[src/verilog/ctrl_pkg.sv]
// Machine control types: sequencer states, memory command, write-back source, next-PC select
`default_nettype none

package ctrl_pkg;

   typedef enum logic [3:0] {
      ST_RESET,
      ST_FETCH,
      ST_UPDATE_PC,
      ST_DECODE,
      ST_MOV_IMM,
      ST_MOV_REG,
      ST_ALU_WRITE,
      ST_CMP,
      ST_ADDR_CALC,
      ST_LOAD_WB,
      ST_STORE,
      ST_BRANCH,
      ST_HALT
   } state_t;

   typedef enum logic [1:0] {
      MEM_WRITE = 2'b00,
      MEM_READ  = 2'b01
   } mem_cmd_t;

   typedef enum logic [1:0] {
      WB_RESULT,
      WB_IMM8,
      WB_MDATA
   } wb_sel_t;

   typedef enum logic [1:0] {
      PC_ZERO,
      PC_INCR,
      PC_BRANCH
   } pc_sel_t;

endpackage

`default_nettype wire

[src/verilog/isa_pkg.sv]
// Instruction set types: field widths, opcode, ALU, shift and condition enums, decoded instruction
`default_nettype none

package isa_pkg;

   localparam int WORD_W     = 16;
   localparam int REG_IDX_W  = 3;
   localparam int MEM_ADDR_W = 9;
   localparam int NUM_REGS   = 8;

   typedef logic [WORD_W-1:0]     word_t;
   typedef logic [REG_IDX_W-1:0]  reg_idx_t;
   typedef logic [MEM_ADDR_W-1:0] mem_addr_t;

   // 3'b010 and 3'b000 are left unassigned
   typedef enum logic [2:0] {
      OPC_BRANCH = 3'b001,
      OPC_LOAD   = 3'b011,
      OPC_STORE  = 3'b100,
      OPC_ALU    = 3'b101,
      OPC_MOVE   = 3'b110,
      OPC_HALT   = 3'b111
   } opcode_t;

   typedef enum logic [1:0] {
      ALU_ADD = 2'b00,
      ALU_CMP = 2'b01,
      ALU_AND = 2'b10,
      ALU_MVN = 2'b11
   } alu_op_t;

   // One-bit shifts applied to operand B
   typedef enum logic [1:0] {
      SH_NONE          = 2'b00,
      SH_LEFT          = 2'b01,
      SH_RIGHT_LOGICAL = 2'b10,
      SH_RIGHT_ARITH   = 2'b11
   } shift_t;

   typedef enum logic [2:0] {
      COND_AL = 3'b000,
      COND_EQ = 3'b001,
      COND_NE = 3'b010,
      COND_LT = 3'b011,
      COND_LE = 3'b100
   } cond_t;

   typedef struct packed {
      logic z;
      logic n;
      logic v;
   } status_t;

   typedef struct packed {
      opcode_t    opcode;
      logic [1:0] op;
      reg_idx_t   rn;
      reg_idx_t   rd;
      reg_idx_t   rm;
      shift_t     shift;
      cond_t      cond;
      word_t      sximm5;
      word_t      sximm8;
   } decoded_instr_t;

endpackage

`default_nettype wire
[src/verilog/cpu_ifs.sv]
// Datapath control interface and address control interface with their modports
`timescale 1ns/1ps
`default_nettype none

interface dp_ctrl_if;
   import isa_pkg::*;
   import ctrl_pkg::*;

   reg_idx_t read_a;
   reg_idx_t read_b;
   reg_idx_t write_num;
   logic     write;
   logic     load_status;
   logic     a_zero;
   logic     b_imm;
   wb_sel_t  wb_sel;
   alu_op_t  alu_op;
   shift_t   shift;

   modport ctrl (output read_a, read_b, write_num, write, load_status,
                 a_zero, b_imm, wb_sel, alu_op, shift);
   modport dp (input read_a, read_b, write_num, write, load_status,
               a_zero, b_imm, wb_sel, alu_op, shift);
endinterface

interface addr_ctrl_if;
   import ctrl_pkg::*;

   logic    load_pc;
   pc_sel_t pc_sel;
   logic    load_addr;
   // High selects the PC onto the memory address, low the data address
   logic    addr_from_pc;

   modport ctrl (output load_pc, pc_sel, load_addr, addr_from_pc);
   modport addr (input load_pc, pc_sel, load_addr, addr_from_pc);
endinterface

`default_nettype wire

[src/verilog/srm_cpu.sv]
// Processor top level joining decoder, sequencer, datapath and address unit
`timescale 1ns/1ps
`default_nettype none

module srm_cpu (
   input  logic               clk,
   input  logic               reset,
   output ctrl_pkg::mem_cmd_t mem_cmd,
   output isa_pkg::mem_addr_t mem_addr,
   input  isa_pkg::word_t     read_data,
   output isa_pkg::word_t     write_data,
   output logic               halt
);
   import isa_pkg::*;

   decoded_instr_t instr;
   status_t        status;
   logic           load_ir;

   dp_ctrl_if   dp_ctrl ();
   addr_ctrl_if addr_ctrl ();

   instr_decode i_decode (
      .clk       (clk),
      .load_ir   (load_ir),
      .read_data (read_data),
      .instr     (instr)
   );

   sequencer i_seq (
      .clk     (clk),
      .reset   (reset),
      .instr   (instr),
      .status  (status),
      .dp      (dp_ctrl.ctrl),
      .ac      (addr_ctrl.ctrl),
      .load_ir (load_ir),
      .mem_cmd (mem_cmd),
      .halt    (halt)
   );

   // The ALU result is both the store data and the data address
   datapath i_dp (
      .clk    (clk),
      .ctrl   (dp_ctrl.dp),
      .instr  (instr),
      .mdata  (read_data),
      .result (write_data),
      .status (status)
   );

   addr_unit i_addr (
      .clk          (clk),
      .ctrl         (addr_ctrl.addr),
      .sximm8       (instr.sximm8),
      .data_addr_in (write_data),
      .mem_addr     (mem_addr)
   );

endmodule

`default_nettype wire

[src/verilog/addr_unit.sv]
// PC with next-PC logic, data address register and memory address mux
`timescale 1ns/1ps
`default_nettype none

module addr_unit (
   input  logic               clk,
   addr_ctrl_if.addr          ctrl,
   input  isa_pkg::word_t     sximm8,
   input  isa_pkg::word_t     data_addr_in,
   output isa_pkg::mem_addr_t mem_addr
);
   import isa_pkg::*;
   import ctrl_pkg::*;

   mem_addr_t pc;
   mem_addr_t next_pc;
   mem_addr_t data_addr;

   // Branch offset is relative to the already incremented PC
   always_comb begin
      unique case (ctrl.pc_sel)
         PC_ZERO:   next_pc = '0;
         PC_BRANCH: next_pc = pc + sximm8[MEM_ADDR_W-1:0];
         default:   next_pc = pc + mem_addr_t'(1);
      endcase
   end

   always_ff @(posedge clk) begin
      if (ctrl.load_pc) begin
         pc <= next_pc;
      end
      if (ctrl.load_addr) begin
         data_addr <= data_addr_in[MEM_ADDR_W-1:0];
      end
   end

   assign mem_addr = ctrl.addr_from_pc ? pc : data_addr;

   a_zero_with_load: assert property (@(posedge clk) (ctrl.pc_sel == PC_ZERO) |-> ctrl.load_pc);

endmodule

`default_nettype wire

[src/verilog/datapath.sv]
// Register file, shifter, ALU, operand muxes and status register
`timescale 1ns/1ps
`default_nettype none

module datapath (
   input  logic                    clk,
   dp_ctrl_if.dp                   ctrl,
   input  isa_pkg::decoded_instr_t instr,
   input  isa_pkg::word_t          mdata,
   output isa_pkg::word_t          result,
   output isa_pkg::status_t        status
);
   import isa_pkg::*;
   import ctrl_pkg::*;

   word_t regs [NUM_REGS];
   word_t a_q;
   word_t b_q;
   word_t b_shift;
   word_t ain;
   word_t bin;
   word_t alu_out;
   word_t wb_data;
   logic  ovf;

   always_comb begin
      unique case (ctrl.wb_sel)
         WB_IMM8:  wb_data = instr.sximm8;
         WB_MDATA: wb_data = mdata;
         default:  wb_data = alu_out;
      endcase
   end

   always_ff @(posedge clk) begin
      if (ctrl.write) begin
         regs[ctrl.write_num] <= wb_data;
      end
   end

   // Operands are sampled every cycle from the read ports
   always_ff @(posedge clk) begin
      a_q <= regs[ctrl.read_a];
      b_q <= regs[ctrl.read_b];
   end

   always_comb begin
      unique case (ctrl.shift)
         SH_LEFT:          b_shift = {b_q[WORD_W-2:0], 1'b0};
         SH_RIGHT_LOGICAL: b_shift = {1'b0, b_q[WORD_W-1:1]};
         SH_RIGHT_ARITH:   b_shift = {b_q[WORD_W-1], b_q[WORD_W-1:1]};
         default:          b_shift = b_q;
      endcase
   end

   assign ain = ctrl.a_zero ? '0 : a_q;
   assign bin = ctrl.b_imm ? instr.sximm5 : b_shift;

   // Status is only loaded by CMP, so only the subtraction needs an overflow
   always_comb begin
      ovf = 1'b0;
      unique case (ctrl.alu_op)
         ALU_ADD: alu_out = ain + bin;
         ALU_CMP: begin
            alu_out = ain - bin;
            ovf = (ain[WORD_W-1] != bin[WORD_W-1]) && (alu_out[WORD_W-1] != ain[WORD_W-1]);
         end
         ALU_AND: alu_out = ain & bin;
         default: alu_out = ~bin;
      endcase
   end

   always_ff @(posedge clk) begin
      if (ctrl.load_status) begin
         status <= '{z: (alu_out == '0), n: alu_out[WORD_W-1], v: ovf};
      end
   end

   assign result = alu_out;

endmodule

`default_nettype wire

[src/verilog/sequencer.sv]
// Control FSM with branch condition evaluation and all control outputs
`timescale 1ns/1ps
`default_nettype none

module sequencer (
   input  logic                    clk,
   input  logic                    reset,
   input  isa_pkg::decoded_instr_t instr,
   input  isa_pkg::status_t        status,
   dp_ctrl_if.ctrl                 dp,
   addr_ctrl_if.ctrl               ac,
   output logic                    load_ir,
   output ctrl_pkg::mem_cmd_t      mem_cmd,
   output logic                    halt
);
   import isa_pkg::*;
   import ctrl_pkg::*;

   state_t state;
   state_t next_state;
   logic   cond_true;

   always_ff @(posedge clk) begin
      if (reset) begin
         state <= ST_RESET;
      end else begin
         state <= next_state;
      end
   end

   always_comb begin
      unique case (instr.cond)
         COND_EQ: cond_true = status.z;
         COND_NE: cond_true = !status.z;
         COND_LT: cond_true = status.n != status.v;
         COND_LE: cond_true = status.z || (status.n != status.v);
         default: cond_true = 1'b1;
      endcase
   end

   always_comb begin
      next_state = ST_HALT;
      case (state)
         ST_RESET:     next_state = ST_FETCH;
         ST_FETCH:     next_state = ST_UPDATE_PC;
         ST_UPDATE_PC: next_state = ST_DECODE;
         ST_DECODE: begin
            case (instr.opcode)
               OPC_MOVE: begin
                  if (instr.op == 2'b10) begin
                     next_state = ST_MOV_IMM;
                  end else if (instr.op == 2'b00) begin
                     next_state = ST_MOV_REG;
                  end
               end
               OPC_ALU: begin
                  if (alu_op_t'(instr.op) == ALU_CMP) begin
                     next_state = ST_CMP;
                  end else begin
                     next_state = ST_ALU_WRITE;
                  end
               end
               OPC_LOAD, OPC_STORE: next_state = ST_ADDR_CALC;
               OPC_BRANCH: begin
                  // Condition codes above LE are not defined
                  if (instr.cond <= COND_LE) begin
                     next_state = ST_BRANCH;
                  end
               end
               default: next_state = ST_HALT;
            endcase
         end
         ST_ADDR_CALC: begin
            if (instr.opcode == OPC_LOAD) begin
               next_state = ST_LOAD_WB;
            end else begin
               next_state = ST_STORE;
            end
         end
         ST_MOV_IMM, ST_MOV_REG, ST_ALU_WRITE, ST_CMP,
         ST_LOAD_WB, ST_STORE, ST_BRANCH: next_state = ST_FETCH;
         default: next_state = ST_HALT;
      endcase
   end

   always_comb begin
      dp.read_a      = instr.rn;
      dp.read_b      = instr.rm;
      dp.write_num   = instr.rd;
      dp.write       = 1'b0;
      dp.load_status = 1'b0;
      dp.a_zero      = 1'b0;
      dp.b_imm       = 1'b0;
      dp.wb_sel      = WB_RESULT;
      dp.alu_op      = alu_op_t'(instr.op);
      dp.shift       = instr.shift;
      ac.load_pc     = 1'b0;
      ac.pc_sel      = PC_INCR;
      ac.load_addr   = 1'b0;
      ac.addr_from_pc = 1'b1;
      load_ir        = 1'b0;
      mem_cmd        = MEM_READ;
      halt           = 1'b0;

      // Memory states use the ALU as a plain adder
      if (state inside {ST_ADDR_CALC, ST_LOAD_WB, ST_STORE}) begin
         dp.alu_op = ALU_ADD;
         dp.shift  = SH_NONE;
      end

      case (state)
         ST_RESET: begin
            ac.load_pc = 1'b1;
            ac.pc_sel  = PC_ZERO;
         end
         ST_FETCH:     load_ir = 1'b1;
         ST_UPDATE_PC: ac.load_pc = 1'b1;
         ST_MOV_IMM: begin
            dp.write     = 1'b1;
            dp.write_num = instr.rn;
            dp.wb_sel    = WB_IMM8;
         end
         ST_MOV_REG: begin
            dp.a_zero = 1'b1;
            dp.write  = 1'b1;
         end
         ST_ALU_WRITE: dp.write = 1'b1;
         ST_CMP:       dp.load_status = 1'b1;
         ST_ADDR_CALC: begin
            // Fetch Rd into operand B for a following store
            dp.read_b       = instr.rd;
            dp.b_imm        = 1'b1;
            ac.load_addr    = 1'b1;
            ac.addr_from_pc = 1'b0;
         end
         ST_LOAD_WB: begin
            dp.write        = 1'b1;
            dp.wb_sel       = WB_MDATA;
            ac.addr_from_pc = 1'b0;
         end
         ST_STORE: begin
            dp.a_zero       = 1'b1;
            ac.addr_from_pc = 1'b0;
            mem_cmd         = MEM_WRITE;
         end
         ST_BRANCH: begin
            ac.load_pc = cond_true;
            ac.pc_sel  = PC_BRANCH;
         end
         ST_HALT: halt = 1'b1;
         default: halt = 1'b0;
      endcase
   end

   a_state_known: assert property (@(posedge clk) !reset |-> !$isunknown(state));

   // A write only follows the address calculation of a store instruction
   a_write_in_store: assert property (@(posedge clk)
      (mem_cmd == MEM_WRITE) |-> (instr.opcode == OPC_STORE) && $past(state == ST_ADDR_CALC));

   a_halt_sticky: assert property (@(posedge clk) disable iff (reset) halt |=> halt);

endmodule

`default_nettype wire

[src/verilog/instr_decode.sv]
// Instruction register and field decoder
`timescale 1ns/1ps
`default_nettype none

module instr_decode (
   input  logic                    clk,
   input  logic                    load_ir,
   input  isa_pkg::word_t          read_data,
   output isa_pkg::decoded_instr_t instr
);
   import isa_pkg::*;

   word_t ir;

   always_ff @(posedge clk) begin
      if (load_ir) begin
         ir <= read_data;
      end
   end

   // Rn and cond share bits 10..8, imm8 overlaps Rd and the low fields
   always_comb begin
      instr.opcode = opcode_t'(ir[15:13]);
      instr.op     = ir[12:11];
      instr.rn     = ir[10:8];
      instr.rd     = ir[7:5];
      instr.shift  = shift_t'(ir[4:3]);
      instr.rm     = ir[2:0];
      instr.cond   = cond_t'(ir[10:8]);
      instr.sximm5 = {{(WORD_W-5){ir[4]}}, ir[4:0]};
      instr.sximm8 = {{(WORD_W-8){ir[7]}}, ir[7:0]};
   end

endmodule

`default_nettype wire

[config.mk]
export PLATFORM = sky130hd
export DESIGN_NAME = srm_cpu
export DESIGN_NICKNAME = d
export VERILOG_FILES = /design/src/verilog/ctrl_pkg.sv /design/src/verilog/isa_pkg.sv /design/src/verilog/cpu_ifs.sv /design/src/verilog/srm_cpu.sv /design/src/verilog/addr_unit.sv /design/src/verilog/datapath.sv /design/src/verilog/sequencer.sv /design/src/verilog/instr_decode.sv
export SDC_FILE = /design/constraint.sdc
export NUM_CORES = 1
export LEC_CHECK = 0
export ABC_AREA = 1
export BUFFER_PORTS_ARGS = -buffer_cell sky130_fd_sc_hd__clkbuf_2
export CAP_MARGIN = 5
export CORE_ASPECT_RATIO = 0.6
export CORE_UTILIZATION = 43
export DETAILED_ROUTE_END_ITERATION = 12
export GPL_TIMING_DRIVEN = 0
export PLACE_DENSITY = 0.61
export SLEW_MARGIN = 15
export SYNTH_ARGS = -nofsm -noshare
export SYNTH_HDL_FRONTEND = slang
export SYNTH_SLANG_ARGS = --single-unit
[constraint.sdc]
create_clock -name clk -period 4 [get_ports clk]
set_input_delay 0.6 -clock clk [delete_from_list [all_inputs] [get_ports clk]]
set_output_delay 0.6 -clock clk [all_outputs]
set_load 0.01 [all_outputs]
==> run metrics <==
status=finished with violations; failing checks=negative setup slack; clk_lat worst skew=between 0.5 and 0.6 ns; DRT antenna net count=0; first-pass GRT wire length=between 60 and 70 mm; top achievable clock speed=0.2486 GHz; 1st-iter DRT viols=1459; ANT cells=0; total global routing overflow=0; Synth warnings=0; post-synthesis sequential area ratio=a little under half; vias in the first global route=10200; largest net degree at the start of global routing=19; CTS buffer count=21; Hold Fails Final Rpt=0; routed length per instance=approximately 22 um; Area growth syn-to-layout=25.36%; Syn Inst Count=approximately 1400; GRT Total Usage=between 20% and 30%; Synth Register Bits=about 200; top cells by area, synth=edfxtp_1 42%, nand2_1 11%, dfxtp_1 6.1%; Port Buf Inserts=44; startpoint type of the worst setup path=flop; top cells by count, synth=337 x nand2_1, 169 x nor2_1, 165 x edfxtp_1, 165 x inv_1, 91 x nand3_1; # IOs=46; Crit. End Element=output port; clk buf depth=3; Post-synth EDFFs=roughly 170; H-tree Lvls=1; max-slew violations=0; setup ws final=-0.02201 ns; Initial Util=between 40% and 50%; CP max FO=10; Vias/cell=between 5 and 6; initial antenna violation count=0; Synth Net Count=1514; core area=around 27000 um^2; worst min path class=in -> reg; Post-Place Worst Slack=-0.5113 ns; Syn Area/Cell=a little over 8 um^2; Die Wd=approximately 220 um; Post-synth ARST share=0%; Crit path largest cell delay=0.40 ns; via count=11480; period utilisation layout=100.6%; Slew headroom=about 25%; reg2reg setup slack=about 0.11 ns; # setup viols final=2; crit-path cells=nand2_4, nand3_4, buf_6, buf_6, nand3_1, nand2_1, inv_1, nand3_2, nand2_4, inv_2, fa_2, inv_2, nand2_1, nand2_2, and2_4, nand3_2, nand3_1, nand2_1, nand3_2, nand4_1, buf_2; root buf cell=clkbuf_16; Critical Path AT=3.42 ns; layout cells sized above 1=24.80%; Clock transition at path regs=around 0.070 ns; Final nets=approximately 1700; RSZ-0062 raised after global routing=yes; Die H=approximately 130 um; CP required=approximately 3.4 ns; Clock Skew=~0.015 ns; ys flop type=edfxtp_1; Synth top area share=41.70%; TritonCTS clock tree=yes; Unique masters post-synth=51; 1st-pass router iterations=5; DR DRC count=0; area leader, netlist=edfxtp_1; crit path kind=reg -> out; Min Clock Period, post-route=just over 4 ns; count leader, synth=nand2_1; final WL=42.88 mm; Post-Syn Area=~12000 um^2; slowest CP cell=fa_2; worst hold margin=0.2833 ns; routability congestion estimate=0.9594; # Max-Cap Violations=0; Worst-Margin Slew=1.127 ns; Sink Count=201; row count=46; area of the die=roughly 28000 um^2; post-DP HPWL=31.55 mm
-- through the flow --
step           util [%]    TNS, ns  cells  instance area (um^2)
6_report          55.66   -0.03242   1969                 14900
3_5_place_dp      47.42     -25.99   1859                 12690
5_1_grt           55.66    -0.7807   1969                 14900
4_1_cts           51.97  -0.009167   1932                 13910
2_1_floorplan         -          0   1446                 11880
3_3_place_gp      46.91     -21.98   1850                 12550
-- final timing paths --
path | startpoint | end | cells past startpoint
max | i_seq.state[0]$_SDFF_PP0_ | write_data[12] | 21
min | reset | i_seq.state[2]$_SDFF_PP0_ | 2
min reg2reg | i_seq.state[2]$_SDFF_PP0_ | i_seq.state[2]$_SDFF_PP0_ | 2
max reg2reg | i_decode.ir[3]$_DFFE_PP_ | i_dp.status[2]$_DFFE_PP_ | 23
-- cell families after synthesis --
logic type	count (synthesis)	share of synthesized area, %
AOI/OAI and AO/OA	290	14.72
xor gates and xnor gates	5	0.3686
adders and majority gates	50	5.454
buffers and inverters	234	7.908
DFF	201	47.76
muxes	1	0.09476
other	1	0.03156
and+or+nand+nor	664	23.66
-- state kept, by name (all words and copies together), names as in the netlist --
| signal | cells |
|---|---|
| i_addr.pc | 9 |
| i_seq.state | 4 |
| i_dp.status | 3 |
| i_dp.a_q | 16 |
| i_decode.ir | 16 |
| i_addr.data_addr | 9 |
| i_dp.regs | 128 |
| i_dp.b_q | 16 |
-- metal layers --
layer	wire length, um	track usage, %	vias up
li1	-	-	5226
met1	20160	46.24	5532
met2	16520	38.16	669
met3	5620	9.282	55
met4	582	4.764	0
met5	0	0	-
-- worst max-delay path, delay by kind of cell, from the launching register on --
family        cells  cell delay (ns)
simple gates     14             1.45
buf+inv           6             0.67
flops             1             0.37
fa+ha+maj         1             0.40
-- layout by cell type (no fill, tap or decap), types with 19 or more instances in the layout --
cell and n:
dfxtp_1 32, clkbuf_1 37, ha_1 29, buf_4 69
a31oi_1 28, a21oi_1 50, o21ai_0 73, clkbuf_2 42
edfxtp_1 165, nor2_2 29, nand2_1 293, buf_6 20
inv_1 144, nand4_1 33, clkbuf_16 21, nand3_2 25
nand3_1 65, a21oi_2 19, a22oi_1 31, nand2_2 32
inv_2 20, nor2_1 133
-- area by class of cell --
| type | instances | area [um^2] |
|---|---|---|
| Fill cell | 2416 | 11870 |
| Multi-Input combinational cell | 1011 | 6140 |
| Sequential cell | 201 | 5685 |
| Timing Repair Buffer | 129 | 954.7 |
| Inverter | 172 | 670.6 |
| Clock buffer | 33 | 600.6 |
| Tap cell | 360 | 450.4 |
| Buffer | 59 | 341.6 |
| Clock inverter | 4 | 52.55 |
-- timing repair --
item / 4_1_cts / 5_1_grt
buffers inserted: 38 / 37
hold buffers: 0 / 0
endpoints found under the setup margin: 120 / 53
pin swaps: 22 / 70
resized for setup: 93 / 186
cloned: 0 / 1
Power is not shown: default switching activity piles up to over one toggle a cycle in this logic, so the estimate is an artifact.
